==> config.mk <==
export PLATFORM = sky130hd
export DESIGN_NAME = mvuCtrlPipe
export DESIGN_NICKNAME = d
export VERILOG_FILES = /design/src/hw/mvuCtrlPipe.sv
export SDC_FILE = /design/constraint.sdc
export NUM_CORES = 1
export LEC_CHECK = 0
export BUFFER_PORTS_ARGS = -buffer_cell sky130_fd_sc_hd__buf_4
export CORE_AREA = 2 2 39 41
export DETAILED_ROUTE_END_ITERATION = 16
export DIE_AREA = 0 0 41 43
export PLACE_DENSITY = 0.3
export SLEW_MARGIN = 15
export SYNTH_ARGS = -nofsm -noshare
export SYNTH_HDL_FRONTEND = slang
export SYNTH_SLANG_ARGS = --single-unit
==> constraint.sdc <==
create_clock -name clk -period 0.8 [get_ports clk]
set_input_delay 0.2 -clock clk [delete_from_list [all_inputs] [get_ports clk]]
set_output_delay 0.2 -clock clk [all_outputs]
set_load 0.02 [all_outputs]
==> src/hw/mvuCtrlPipe.sv <==
module mvuCtrlPipe #(
	int unsigned NumSeg = 2 // cascade segments per chain
) (
	input logic clk,
	input logic rst,
	input logic en_i,
	input logic last_i,
	input logic zero_i,
	output logic vld_o,
	output logic accClear_o,
	output logic [NumSeg-1:0] zeroTap_o // bit s feeds segment s
);

	// operand stages of the deepest segment plus product and sum registers
	localparam int unsigned LastStages = NumSeg + 2;

	logic [LastStages-1:0] lastSr; // bit 0 holds the newest beat

	always_ff @(posedge clk) begin
		if (rst) begin
			lastSr <= '0;
		end else if (en_i) begin
			lastSr <= {lastSr[LastStages-2:0], last_i};
		end
	end

	assign vld_o = lastSr[LastStages-1]; // sum of the group is complete
	assign accClear_o = lastSr[LastStages-2]; // registered in the slice, clears next beat

	// first segment takes zero with its operands, no delay needed
	assign zeroTap_o[0] = zero_i;

	if (NumSeg > 1) begin : genZeroSr
		logic [NumSeg-2:0] zeroSr; // one stage per extra segment

		always_ff @(posedge clk) begin
			if (rst) begin
				zeroSr <= '0;
			end else if (en_i) begin
				zeroSr[0] <= zero_i;
				for (int s = 1; s < NumSeg - 1; s++) begin
					zeroSr[s] <= zeroSr[s-1];
				end
			end
		end

		assign zeroTap_o[NumSeg-1:1] = zeroSr;
	end

endmodule

# Word-level counts from Yosys, hierarchy flattened
# Cells that the tools add are included.
[word_totals]
latchBits = 0
rom_bits = 0
output_inout_bits = 4
ff_bits = 5
ram_bits = 0
input_bits = 5
n_memories = 0
[op_classes]
n_mux = 0
bitwise_logic = 0
div_mod_pow = 0
n_lt_le_gt_ge = 0
reduce_logical = 0
addsub = 0
eq_ne = 0
shift = 0
mul = 0

# Depth between registers and ports, before layout
[logic_depth]
ltp_word = 0
ltp_mapped = 3

# Least setup slack after synthesis
# No wires, ideal clock.
[synth_path]
kind = "reg-to-reg"
start = "reg lastSr[2]"
end = "reg lastSr[3]"
required_time_ns = 0.736
setup_slack_ns = 0.127
arrival_ns = 0.609
n_path_buf = 0
setup_ns = 0.064
period_less_slack_ns = 0.673
stages_incl_launch_ff = 3
cell_sequence = "dfxtp_1 mux2i_1 nor2_1"
[synth_lines]
columns = ["item", "line_no", "rtl"]
rows = [
  ["start: declaration", "17", "logic [LastStages-1:0] lastSr;"],
  ["start signal: assignment", "23", "lastSr <= {lastSr[LastStages-2:0], last_i};"],
]

# Final worst setup path
[layout_path]
start = "reg lastSr[2]"
end = "out accClear_o"
[layout_lines]
columns = ["item", "line_no", "rtl"]
rows = [
  ["end: declaration", "10", "output logic accClear_o,"],
]
# No word-level cell between the ends.

==> results.txt <==
* Number of vias per cell after detailed routing: 3.59
- CP endpoint kind: output pin
- Setup violations remaining at the end of the flow were counted as 3.
- Relative slew slack: 90.6%
- Die outline area: 1760 sq um
* First-pass GRT wire length: 724 microns
* Post-synthesis instance total: 18
- Once detail routing completed, the nets flagged for antenna violations numbered 0.
* Hold slack final: 0.150 ns
- At the worst endpoint, the arrival time is roughly 0.68 ns.
- Cts bufs inserted: 3
* Total standard cell area after synthesis: 195 sq um
- Counting both buffers and inverters, the worst setup path holds a total of 1.
- Critical Path Fanout Max: 2
- The sequential cells in the finished layout cover a total of 104 sq um.
- The count of buffers added on input and output ports is 8.
- For the worst flop-to-flop path, the logic depth is 3.
- CP Depth: 1
- Total global routing overflow: 0
* Number of flops mapped to enable cells by yosys: 0
- Overall Global Routing Usage: between 7 and 8%
* Maximum number of pins on one net before global-route repair: 6
* Post-synth top cells: 5 x sky130_fd_sc_hd__dfxtp_1, 5 x sky130_fd_sc_hd__mux2i_1, 5 x sky130_fd_sc_hd__nor2_1
* HPWL after detailed placement: 270 microns
- Clock skew on the completed layout was measured at ~0.0028 ns.
- The tightest min-delay check is of the primary input to flip-flop type.
- Grouping stages by cell kind, the critical path spends the most delay in flip-flops.
- Filler cells: 157
- Power spread over the standard cell area amounts to 2080 nW/um^2.
- CP Data Required Time: 0.60 ns
* Post-CTS Hold Buffers: 0
- The floorplan has 14 rows.
* Vias: 158
- Startpoint of the worst register-to-register path: lastSr[2]$_SDFFE_PP0P_
* Number of max-cap violations: 0
- The hold violation total from the final report came to 0.
- Biggest cell delay along the critical path: roughly 0.33 ns
- The number of antenna diodes in the final layout is 0.
* Post-route fraction of the period consumed by the critical path: 110%
* Pins Over Slew Limit: 0
* Top cell type's share of synthesized area: 51.3%
- Maximum achievable frequency: 1.14 GHz
* Total power of the final layout: 618 uW
* Shortest clock period the worst path allows after layout: 0.878 ns
* Number of violations reported at the end of detailed-routing iteration 0: 0
- Yosys cell types: 5
- The congestion estimate from routability-driven global placement came to roughly 0.63.
- In this run the static leakage power is 0.000142 uW.
- The number of global-route vias before repair came to 172.
- # DRC: 0
- The clock passes through at most 2 buffers.
- Proportion of synthesized flip-flops having asynchronous set or reset: 0%
- Mean instance size in the synthesized netlist: 10.8 sq um
* Measured slew at the worst slew-check pin: 0.138 ns
- Hold Crit Depth: 2
- Leading area contributor after synthesis: sky130_fd_sc_hd__dfxtp_1
- Walking the worst path, the cells encountered are buf_6.
- The core region is 1380 sq um.
- Critical path capture point: accClear_o
- For this run, the detailed router's first-pass iteration total came to 1.
- TritonCTS built the clock tree.
- The synthesized design contains 5 register bits.
- Clock network latency to the later pin of the worst-skew pair: 0.24 ns
- In the synthesized netlist the dominant register cell turns out to be sky130_fd_sc_hd__dfxtp_1.
- Clock-pin slew reported for the worst setup and hold paths after clock tree synthesis: ~0.050 ns
- Summing all multi-input logic gate instances after layout gives 68.8 sq um.
- Status: finished with violations
* Count of warnings emitted by yosys: 0
- STA classifies the critical path startpoint as a flip-flop.
- Counting every net in the synthesized netlist gives 23.
* Share of cells above drive strength 1: around 54%
- CP startpoint: lastSr[2]$_SDFFE_PP0P_
- The final layout contains routed wiring with a total length of 393 microns.
- The root buffer cell chosen for the clock tree is sky130_fd_sc_hd__clkbuf_4.
- After layout, the worst setup slack is -0.0779 ns.
* X dimension of the die: 41 microns
* Die boundary height: 43 microns
- Setup repair after global routing could not meet its margin everywhere.
* Flop2flop setup slack: approximately 0.080 ns
- After synthesis, the cell types taking the most area are sky130_fd_sc_hd__dfxtp_1 51%, sky130_fd_sc_hd__mux2i_1 26%, sky130_fd_sc_hd__nor2_1 9.6%.
* Number of nets in the finished design: 34
- Antenna violations before repair: 0
- Wire per inst: 8.93 microns
* Number of H-tree levels: 1
- Across the VDD grid, the largest voltage drop is a little under 0.0006 V.
- Total I/O pin count: 9
- Synth-to-layout area growth: 52.6%
- Worst Setup Path Type: flip-flop to output pin
* Worst-path cell with the longest stage delay: sky130_fd_sc_hd__dfxtp_2
- Initial Util: 14.1%
- Endpoint of the worst-slack reg-to-reg timing path: lastSr[3]$_SDFFE_PP0P_
- Failing checks: setup timing
* Share of the yosys chip area belonging to registers: 51.3%
* Total number of clock tree sinks: 5
final cells by class:
class	instances	area share [%]
Tap cell	16	6.72
Multi-Input combinational cell	10	23.1
Clock buffer	4	8.82
Sequential cell	5	34.9
Timing Repair Buffer	9	26.5
state kept, by name, indices dropped and copies added (netlist names):
signal	flops
lastSr	4
genZeroSr.zeroSr	1
stage by stage:
| step | instance area, sq um | util (%) | setup WS, ns | cells | TNS, ns |
|---|---|---|---|---|---|
| finish | 298 | 21.5 | -0.0779 | 44 | -0.227 |
| global route | 298 | 21.5 | -0.118 | 44 | -0.340 |
| CTS | 298 | 21.5 | -0.0912 | 44 | -0.263 |
| detailed placement | 249 | 18.0 | 0.0945 | 39 | 0 |
| global placement | 249 | 18.0 | 0.104 | 39 | 0 |
| floorplan | 195 | - | 0.127 | 18 | 0 |
report_power, final:
| group | internal, uW | switching (uW) | total (uW) |
|---|---|---|---|
| Clock | 188 | 101 | 290 |
| Sequential | 260 | 5.20 | 265 |
| Combinational | 35.0 | 28.2 | 63.2 |
| Total | 483 | 135 | 618 |
how the worst min path moves through the flow:
stage / startpoint / endpoint / slack (ns)
6_report: rst / genZeroSr.zeroSr$_SDFFE_PP0P_ / 0.15
5_1_grt: rst / lastSr[3]$_SDFFE_PP0P_ / 0.14
4_1_cts: rst / genZeroSr.zeroSr$_SDFFE_PP0P_ / 0.14
3_5_place_dp: rst / genZeroSr.zeroSr$_SDFFE_PP0P_ / 0.41
3_3_place_gp: rst / genZeroSr.zeroSr$_SDFFE_PP0P_ / 0.41
2_1_floorplan: rst / genZeroSr.zeroSr$_SDFFE_PP0P_ / 0.27
layout by cell type, fill, tap and decap left out, drive strengths merged:
cell and count:
buf 9, clkbuf 4, dfxtp 5, mux2i 5
nor2 5
repair_timing:
item                       in CTS  in global routing
setup endpoints to repair       3                  3
gates resized for setup         6                  0
setup buffers                   1                  0
cell families (layout without fill, tap and decap cells):
logic type             count (synthesis)  after routing  synth area share, %
flip-flops                             5              5                 51.3
buffers and inverters                  3             13                 13.5
AND/OR/NAND/NOR                        5              5                 9.62
multiplexers                           5              5                 25.6
metal layers:
metal,up-vias,routed length (microns),share of wire (%),track usage (%)
met5,-,0,0,0
met4,0,8,2.0,8.00
met3,2,36,9.2,6.28
met2,6,175,45,8.13
met1,71,173,44,6.77
li1,79,-,-,-
No activity file was read; power rests on OpenSTA's default activity.
