--- src/hw/mvuPkg.sv ---
package mvuPkg;

	// lane geometry of one slice, fixed by the INT8 mode of the multiplier
	localparam int unsigned LaneCount = 3; // lanes per slice
	localparam int unsigned ActLaneWidth = 9; // activation lane after padding
	localparam int unsigned WgtLaneWidth = 8; // weight lane after padding

	// partial sums and the accumulator share one width
	localparam int unsigned SumWidth = 58;

	// one slice worth of padded activations, lane 0 in the low bits
	typedef logic [LaneCount*ActLaneWidth-1:0] sliceWord_t;

	// one slice worth of padded weights, same lane order
	typedef logic [LaneCount*WgtLaneWidth-1:0] wgtWord_t;

	// cascade and accumulator value
	typedef logic signed [SumWidth-1:0] sum_t;

	// Position of a slice in its chain. It decides whether the slice adds
	// the cascade input of its predecessor and whether it keeps the
	// running sum across beats.
	typedef enum logic [1:0] {
		FirstSlice, // no cascade in, no accumulation
		MidSlice, // cascade in, no accumulation
		LastSlice, // cascade in, accumulates
		SingleSlice // chain of one, accumulates without cascade
	} slicePos_e;

endpackage

--- src/hw/operandSkew.sv ---
module operandSkew #(
	int unsigned Elems = 12, // vector length
	int unsigned ElemWidth = 8, // raw element width
	int unsigned LaneWidth = 9, // padded lane width
	bit SignExt = 1, // sign extension, else zero padding
	int unsigned SegLen = 2, // slices per cascade segment
	localparam int unsigned Slices = (Elems + mvuPkg::LaneCount - 1) / mvuPkg::LaneCount
) (
	input logic clk,
	input logic rst,
	input logic en_i,
	input logic [Elems-1:0][ElemWidth-1:0] elems_i,
	output logic [Slices-1:0][mvuPkg::LaneCount*LaneWidth-1:0] words_o
);
	import mvuPkg::*;

	for (genvar i = 0; i < Slices; i++) begin : genSlice
		localparam int unsigned Seg = i / SegLen; // segment of this slice
		localparam int unsigned ExtRegs = (Seg > 1) ? Seg - 1 : 0; // slice itself adds two
		localparam int unsigned Used = (i == Slices - 1) ? Elems - LaneCount*i : LaneCount;

		logic [Used-1:0][ElemWidth-1:0] raw; // elements after skew, before padding

		if (ExtRegs > 0) begin : genDelay
			logic [ExtRegs-1:0][Used-1:0][ElemWidth-1:0] dly;

			always_ff @(posedge clk) begin
				if (rst) begin
					dly <= '0;
				end else if (en_i) begin
					dly[0] <= elems_i[LaneCount*i +: Used];
					for (int s = 1; s < ExtRegs; s++) begin
						dly[s] <= dly[s-1];
					end
				end
			end

			assign raw = dly[ExtRegs-1];
		end else begin : genDirect
			assign raw = elems_i[LaneCount*i +: Used]; // early segments skew inside the slice
		end

		for (genvar j = 0; j < LaneCount; j++) begin : genLane
			if (j >= Used) begin : genIdle
				assign words_o[i][j*LaneWidth +: LaneWidth] = '0; // tail lanes multiply by zero
			end else if (SignExt) begin : genSext
				assign words_o[i][j*LaneWidth +: LaneWidth] = LaneWidth'($signed(raw[j]));
			end else begin : genZext
				assign words_o[i][j*LaneWidth +: LaneWidth] = LaneWidth'(raw[j]);
			end
		end
	end

endmodule

--- src/hw/dotSlice.sv ---
module dotSlice #(
	mvuPkg::slicePos_e Pos = mvuPkg::FirstSlice,
	bit PReg = 1, // register the cascade output
	int unsigned OpStages = 1 // operand register depth, 1 or 2
) (
	input logic clk,
	input logic rst,
	input logic en_i,
	input mvuPkg::sliceWord_t act_i,
	input mvuPkg::wgtWord_t wgt_i,
	input logic zero_i, // already aligned to this segment
	input logic accClear_i,
	input mvuPkg::sum_t casc_i,
	output mvuPkg::sum_t casc_o
);
	import mvuPkg::*;

	localparam bit HasCasc = (Pos == MidSlice) || (Pos == LastSlice);
	localparam bit IsAcc = (Pos == LastSlice) || (Pos == SingleSlice);

	sliceWord_t [OpStages-1:0] actQ; // operand pipe
	wgtWord_t [OpStages-1:0] wgtQ;
	logic zeroQ; // zero flag next to the last operand stage
	sum_t prodSum; // three lane products, unregistered
	sum_t prodQ;
	sum_t stageSum; // product plus incoming cascade

	always_ff @(posedge clk) begin
		if (rst) begin
			actQ <= '0;
			wgtQ <= '0;
			zeroQ <= 1'b0;
		end else if (en_i) begin
			actQ[0] <= act_i;
			wgtQ[0] <= wgt_i;
			for (int s = 1; s < OpStages; s++) begin
				actQ[s] <= actQ[s-1];
				wgtQ[s] <= wgtQ[s-1];
			end
			zeroQ <= zero_i; // tap is one stage late already in later segments
		end
	end

	always_comb begin
		prodSum = '0;
		for (int k = 0; k < LaneCount; k++) begin
			prodSum = prodSum + $signed(actQ[OpStages-1][k*ActLaneWidth +: ActLaneWidth])
				* $signed(wgtQ[OpStages-1][k*WgtLaneWidth +: WgtLaneWidth]);
		end
	end

	always_ff @(posedge clk) begin
		if (rst) begin
			prodQ <= '0;
		end else if (en_i) begin
			prodQ <= zeroQ ? '0 : prodSum; // zeroed beat adds nothing
		end
	end

	assign stageSum = HasCasc ? prodQ + casc_i : prodQ;

	if (IsAcc) begin : genAcc
		logic accClearQ; // lines up with the first product of the next group
		sum_t accQ;

		always_ff @(posedge clk) begin
			if (rst) begin
				accClearQ <= 1'b0;
				accQ <= '0;
			end else if (en_i) begin
				accClearQ <= accClear_i;
				accQ <= (accClearQ ? '0 : accQ) + stageSum;
			end
		end

		assign casc_o = accQ;
	end else if (PReg) begin : genSegReg
		sum_t pQ; // breaks the cascade at the segment end

		always_ff @(posedge clk) begin
			if (rst) begin
				pQ <= '0;
			end else if (en_i) begin
				pQ <= stageSum;
			end
		end

		assign casc_o = pQ;
	end else begin : genPass
		assign casc_o = stageSum; // same segment continues combinationally
	end

endmodule

--- src/hw/dotChain.sv ---
module dotChain #(
	int unsigned Simd = 12,
	int unsigned WgtWidth = 8,
	int unsigned AccuWidth = 24,
	int unsigned SegLen = 2,
	int unsigned ChainLen = 4, // slices in this chain
	int unsigned NumSeg = 2 // cascade segments
) (
	input logic clk,
	input logic rst,
	input logic en_i,
	input mvuPkg::sliceWord_t [ChainLen-1:0] actWords_i,
	input logic [Simd-1:0][WgtWidth-1:0] wgt_i,
	input logic [NumSeg-1:0] zeroTap_i,
	input logic accClear_i,
	output logic [AccuWidth-1:0] p_o
);
	import mvuPkg::*;

	wgtWord_t [ChainLen-1:0] wgtWords; // padded and skewed weight row
	sum_t casc [ChainLen+1]; // casc[j] enters slice j

	// weights are always signed
	operandSkew #(
		.Elems(Simd),
		.ElemWidth(WgtWidth),
		.LaneWidth(WgtLaneWidth),
		.SignExt(1'b1),
		.SegLen(SegLen)
	) wgtSkew_inst (
		.clk(clk),
		.rst(rst),
		.en_i(en_i),
		.elems_i(wgt_i),
		.words_o(wgtWords)
	);

	assign casc[0] = '0; // nothing ahead of the first slice

	for (genvar j = 0; j < ChainLen; j++) begin : genSlice
		localparam int unsigned Seg = j / SegLen;
		localparam slicePos_e Pos = slicePos_e'((ChainLen == 1) ? SingleSlice :
			(j == 0) ? FirstSlice : (j == ChainLen - 1) ? LastSlice : MidSlice);
		localparam bit PReg = ((j + 1) % SegLen == 0) || (j == ChainLen - 1); // segment end

		dotSlice #(
			.Pos(Pos),
			.PReg(PReg),
			.OpStages((Seg > 0) ? 2 : 1) // later segments wait one more cycle
		) dotSlice_inst (
			.clk(clk),
			.rst(rst),
			.en_i(en_i),
			.act_i(actWords_i[j]),
			.wgt_i(wgtWords[j]),
			.zero_i(zeroTap_i[Seg]),
			.accClear_i(accClear_i),
			.casc_i(casc[j]),
			.casc_o(casc[j+1])
		);
	end

	assign p_o = casc[ChainLen][AccuWidth-1:0]; // low bits of the accumulator

endmodule

--- config.mk ---
export PLATFORM = sky130hd
export DESIGN_NAME = dotChain
export DESIGN_NICKNAME = d
export VERILOG_FILES = /design/src/hw/mvuPkg.sv /design/src/hw/operandSkew.sv /design/src/hw/dotSlice.sv /design/src/hw/dotChain.sv
export SDC_FILE = /design/constraint.sdc
export NUM_CORES = 2
export LEC_CHECK = 0
export ABC_AREA = 1
export BUFFER_PORTS_ARGS = -buffer_cell sky130_fd_sc_hd__buf_4
export CORE_MARGIN = 3
export CORE_UTILIZATION = 66
export DETAILED_ROUTE_END_ITERATION = 6
export PLACE_DENSITY = 0.84
export SLEW_MARGIN = 20
export SYNTH_ARGS = -nofsm -noshare
export SYNTH_HDL_FRONTEND = slang
export SYNTH_HIERARCHICAL = 1
export SYNTH_SLANG_ARGS = --single-unit
--- constraint.sdc ---
create_clock -name clk -period 6.6 [get_ports clk]
set_input_delay 0.33 -clock clk [delete_from_list [all_inputs] [get_ports clk]]
set_output_delay 0.33 -clock clk [all_outputs]
set_load 0.03 [all_outputs]
### Word-level counts from Yosys, hierarchy flattened

Index checks and enable logic that the tools add are counted.

* bits in registers: 657
* input bits: 210
* output and inout bits: 24
* word-level logic and storage cells: 50

* add/sub/neg operators: 12
* $mul: 12
* mux-type cells: 5

Operator list (count)
* $add 58x58->58: 12
* $mux 58: 5
* $mul 9x8->17: 12

### Longest topological paths before layout

* depth in word-level cells: 4
* depth in mapped cells: 28
* mapped depth without buffers: 27

### By module

The synthesis kept the hierarchy.

By module, submodules not included
* dotSlice at genSlice[3].dotSlice_inst: instances 1, cells an instance 3299, area an instance 22669.2 µm², sequential area each 3623.5 µm²
* dotSlice at genSlice[1].dotSlice_inst: instances 1, cells an instance 2902, area an instance 19282.2 µm², sequential area each 2582.5 µm²
* dotSlice at genSlice[2].dotSlice_inst: instances 1, cells an instance 2566, area an instance 17969.7 µm², sequential area each 2442.3 µm²
* dotSlice at genSlice[0].dotSlice_inst: instances 1, cells an instance 1498, area an instance 12065.3 µm², sequential area each 1421.4 µm²
* operandSkew: instances 1, cells an instance 96, area an instance 720.7 µm², sequential area each 0.0 µm²
* dotChain: instances 1, cells an instance 1, area an instance 3.8 µm², sequential area each 0.0 µm²

### Worst setup path after synthesis

OpenSTA, ideal clock, no wires.

* path kind: register -> register
* start: register genSlice[0].dotSlice_inst/wgtQ[8] (netlist bit)
* end: register genSlice[0].dotSlice_inst.prodQ[56]
* library setup time: 0.131 ns
* arrival: 5.812 ns
* data required time: 6.469 ns
* path slack: 0.658 ns
* stages on the path, launching flop included: 26
* path buffers: 1
* clock period less this slack: 5.942 ns
* cell sequence: dfxtp_1 > clkbuf_1 > nand2_1 > inv_1 > fa_1 > inv_1 > fa_1 > inv_1 > fa_1 > fa_1 > inv_1 > fa_1 > inv_1 > fa_1 > inv_1 > fa_1 > inv_1 > ha_1 > nand2_1 > nor2_1 > nor3b_2 > nand2_2 > nand3_2 > nand3_1 > nand3_2 > a21oi_2

* longest elaborated chain between the ends: 4

Ends and longest elaborated chain
* start: declaration: RTL line dotSlice.sv:22 `wgtWord_t [OpStages-1:0] wgtQ;`
* start signal: indexed assignment: RTL line dotSlice.sv:38 `wgtQ[s] <= wgtQ[s-1];`
* $mul 9x8->17: RTL line dotSlice.sv:48 `* $signed(wgtQ[OpStages-1][k*WgtLaneWidth +: WgtLaneWidth]);`
* $add 58x58->58 (2 in series): RTL line dotSlice.sv:47 `prodSum = prodSum + $signed(actQ[OpStages-1][k*ActLaneWidth +: ActLaneWidth])`
* $mux 58: RTL line dotSlice.sv:56 `prodQ <= zeroQ ? '0 : prodSum;`
* end signal: assignment: RTL line dotSlice.sv:56
* end: declaration: RTL line dotSlice.sv:25 `sum_t prodQ;`

No other way between the ends.
A chain may end at the register's enable or synchronous reset.

### Worst setup path after layout

* start: register genSlice[3].dotSlice_inst/actQ[53] (netlist bit)
* end: register genSlice[3].dotSlice_inst.prodQ[56]

* longest elaborated chain between the ends: 3

Ends and longest elaborated chain
* start: declaration: RTL line dotSlice.sv:21 `sliceWord_t [OpStages-1:0] actQ;`
* start signal: indexed assignment: RTL line dotSlice.sv:37 `actQ[s] <= actQ[s-1];`
* $mul 9x8->17: RTL line dotSlice.sv:48
* $add 58x58->58: RTL line dotSlice.sv:47
* $mux 58: RTL line dotSlice.sv:56
* end signal: assignment: RTL line dotSlice.sv:56
* end: declaration: RTL line dotSlice.sv:25

No other way between the ends.

==> flow_metrics.py <==
metrics = {
    "setup_path": {
        "reg2reg_from": "genSlice[3].dotSlice_inst/actQ[53]$_SDFFE_PP0P_",
        "cp-endpoint": "genSlice[3].dotSlice_inst/prodQ[56]$_SDFFE_PP0P_",
        "crit_fanout": 9,
        "critPathMaxStageDelay_ps": 670,
        "arrival_ps": 6890,
        "required_ps": 7080,
        "worstSetupPathType": "reg -> reg",
        "crit_slowest_cell": "fa_1",
        "crit_path_end_kind": "register",
        "crit_path_frequent_cell": "inv_1",
        "r2r_setup_slack_ps": 190,
        "startpoint": "genSlice[3].dotSlice_inst/actQ[53]$_SDFFE_PP0P_",
        "start_kind": "register",
        "timing.rr.end": "genSlice[3].dotSlice_inst/prodQ[56]$_SDFFE_PP0P_",
        "ff2ff_path_depth": 25,
    },
    "global_route": {
        "overflow": 0,
        "grt_max_degree": 195,
        "grt_antenna_before_repair": 7,
        "grt_usage_pct": 34.9,
        "grt_pass1_wl_um": 259000,
        "grt_pass1_vias": 50423,
    },
    "routing": {
        "vias": 47952,
        "drt_iter0_markers": 4467,
        "wl_um": 157000,
        "post_drt_via_cell_ratio": 5.37,
        "wl_per_cell_um": 17.6,
        "antenna_left": 0,
        "firstDrtPassIters": 6,
        "drcViolationCount": 0,
    },
    "timing": {
        "fin_worst_skew_ps": 17.8,
        "slew_headroom_pct": 25.5,
        "fmax_mhz": 156,
        "min_period_ps": 6410,
        "finalCritPeriodShare_pct": 97.2,
        "final-setup-viol-count": 0,
        "final_hold_viol_count": 0,
        "grt_setup_unrepaired": "yes",
        "worst_pin_slew_ps": 1120,
        "final_max_slew_viol_count": 0,
    },
    "flow_run": {
        "cap_violations": 0,
    },
    "status": {
        "outcome": "complete, no violations",
    },
    "placement": {
        "portBuffers": 233,
        "postPlaceCellArea_um2": 60200,
        "numPlacedInstances": 8649,
        "dpl.hpwl_um": 123000,
        "place.gp.congestion": 0.962,
    },
    "yosys": {
        "syn_area_per_cell_um2": 7.66,
        "syn_nets": 9264,
        "synth_area_um2": 58500,
        "syn-instance-count": 7632,
        "yosysWarnings": 6,
    },
    "die": {
        "die_x_um": 304,
        "io-pin-count": 234,
        "row_count": 108,
        "die_y_um": 304,
        "fp.coreArea_um2": 87300,
        "die_area_um2": 92200,
        "start_util_pct": 67.0,
    },
    "finish": {
        "drive_above_1_share_pct": 6.90,
        "instances_no_fill": 8935,
        "nets": 9367,
        "layout-area-overhead-vs-synth_pct": 9.26,
        "fillerInstances": 6539,
        "fin_area_um2": 63900,
    },
    "clock_network": {
        "path_clk_slew_ps": 60,
        "h-tree-depth": 2,
        "clock_latency_ps": 640,
        "clk_path_buf_depth": 3,
        "cts_sinks": 435,
        "cts-buffers-inserted": 52,
        "root_buffer": "clkbuf_16",
        "cts_tree": "built",
    },
    "power": {
        "p_leak_nw": 36.4,
        "p_total_mw": 13.4,
        "irDropWorstVdd_mv": 0.308,
        "power_density_nw_per_um2": 209,
    },
    "min_path": {
        "hp-start": "wgt_i[4]",
        "hold_path.class": "in -> reg",
    },
}
-- registers in the layout, indices dropped and copies added (netlist names) --
register and cells:
genSlice.dotSlice_inst/actQ 162, genSlice.dotSlice_inst/casc_o 67, genSlice.dotSlice_inst/zeroQ 4, genSlice.dotSlice_inst/genAcc.accClearQ 1
genSlice.dotSlice_inst/prodQ 57, genSlice.dotSlice_inst/wgtQ 144
-- cell type report --
| class | count | area, um^2 | share of cell area (%) |
|---|---|---|---|
| flip-flops and latches | 435 | 8720 | 13.6 |
| clock inverters | 29 | 342 | 0.535 |
| clock buffers | 63 | 1400 | 2.20 |
| diodes | 7 | 17.5 | 0.0274 |
| repair buffers | 509 | 4330 | 6.77 |
| well taps | 1155 | 1450 | 2.26 |
| inverters | 1960 | 7380 | 11.5 |
| multi-input cells | 4777 | 40300 | 63.0 |
-- worst max-delay path, delay by kind of cell, from the launching register on --
| family | cells | cell delay, ps |
|---|---|---|
| buffers and inverters | 9 | 710 |
| and+or+nand+nor | 5 | 540 |
| DFF | 1 | 550 |
| AOI/OAI and AO/OA | 3 | 400 |
| adders and majority gates | 8 | 4060 |
-- power breakdown --
group / total (mW) / switching (mW) / internal, mW
sequential: 3.23 / 0.353 / 2.87
clock: 3.05 / 1.32 / 1.72
combinational: 7.10 / 4.40 / 2.69
-- repair_timing --
item | CTS | global route
hold buffers | 183 | 0
endpoints found under the hold margin | 184 | 0
buffers inserted | 0 | 3
gates resized for setup | 0 | 15
setup endpoints to repair | 0 | 15
-- metal layers --
metal / vias to the layer above / track usage [%] / wire (um)
met2: 2172 / 57.9 / 75700
met4: 0 / 15.6 / 8410
met1: 23138 / 45.5 / 60400
met5: - / 0 / 0
met3: 560 / 5.31 / 12800
li1: 22082 / - / -
-- stage by stage --
| stage | setup TNS [ps] | setup WS [ps] | util (%) | hold WS, ps |
|---|---|---|---|---|
| after CTS | 0 | 232 | 73.1 | 5.55 |
| after global placement | 0 | 377 | 69.0 | 447 |
| final | 0 | 186 | 73.2 | 37.9 |
| after detailed placement | 0 | 261 | 69.0 | 446 |
| after floorplan | 0 | 658 | - | 436 |
| after global routing | -50.4 | -22.1 | 73.2 | 16.3 |
-- worst min path at each step --
stage,to,slack [ps],cells past startpoint
finish,genSlice[0].dotSlice_inst/wgtQ[4]$_SDFFE_PP0P_,40,3
detailed placement,genSlice[2].dotSlice_inst/actQ[52]$_SDFFE_PP0P_,450,2
floorplan,genSlice[2].dotSlice_inst/actQ[52]$_SDFFE_PP0P_,440,2
CTS,genSlice[2].dotSlice_inst/actQ[18]$_SDFFE_PP0P_,6,3
global placement,genSlice[2].dotSlice_inst/actQ[52]$_SDFFE_PP0P_,450,2
global route,genSlice[0].dotSlice_inst/wgtQ[4]$_SDFFE_PP0P_,20,3
-- cells in the final DEF, fill, tap and decap left out, drive strengths merged, types with 7 or more instances in the layout --
cell type and n:
clkinv 11, buf 326, dlygate4sd3 183, a21o 7, nand4 9, xnor2 20, nand3b 7, a21boi 7
clkinvlp 10, inv 1963, ha 371, dfxtp 435, xor2 70, nor3 8, a21oi 473, nor2 379
diode 7, clkbuf 63, o21ai 168, nand2 2016, or2 33, a211oi 13, fa 1051, nand3 121
No activity file was read; power rests on OpenSTA's default activity.
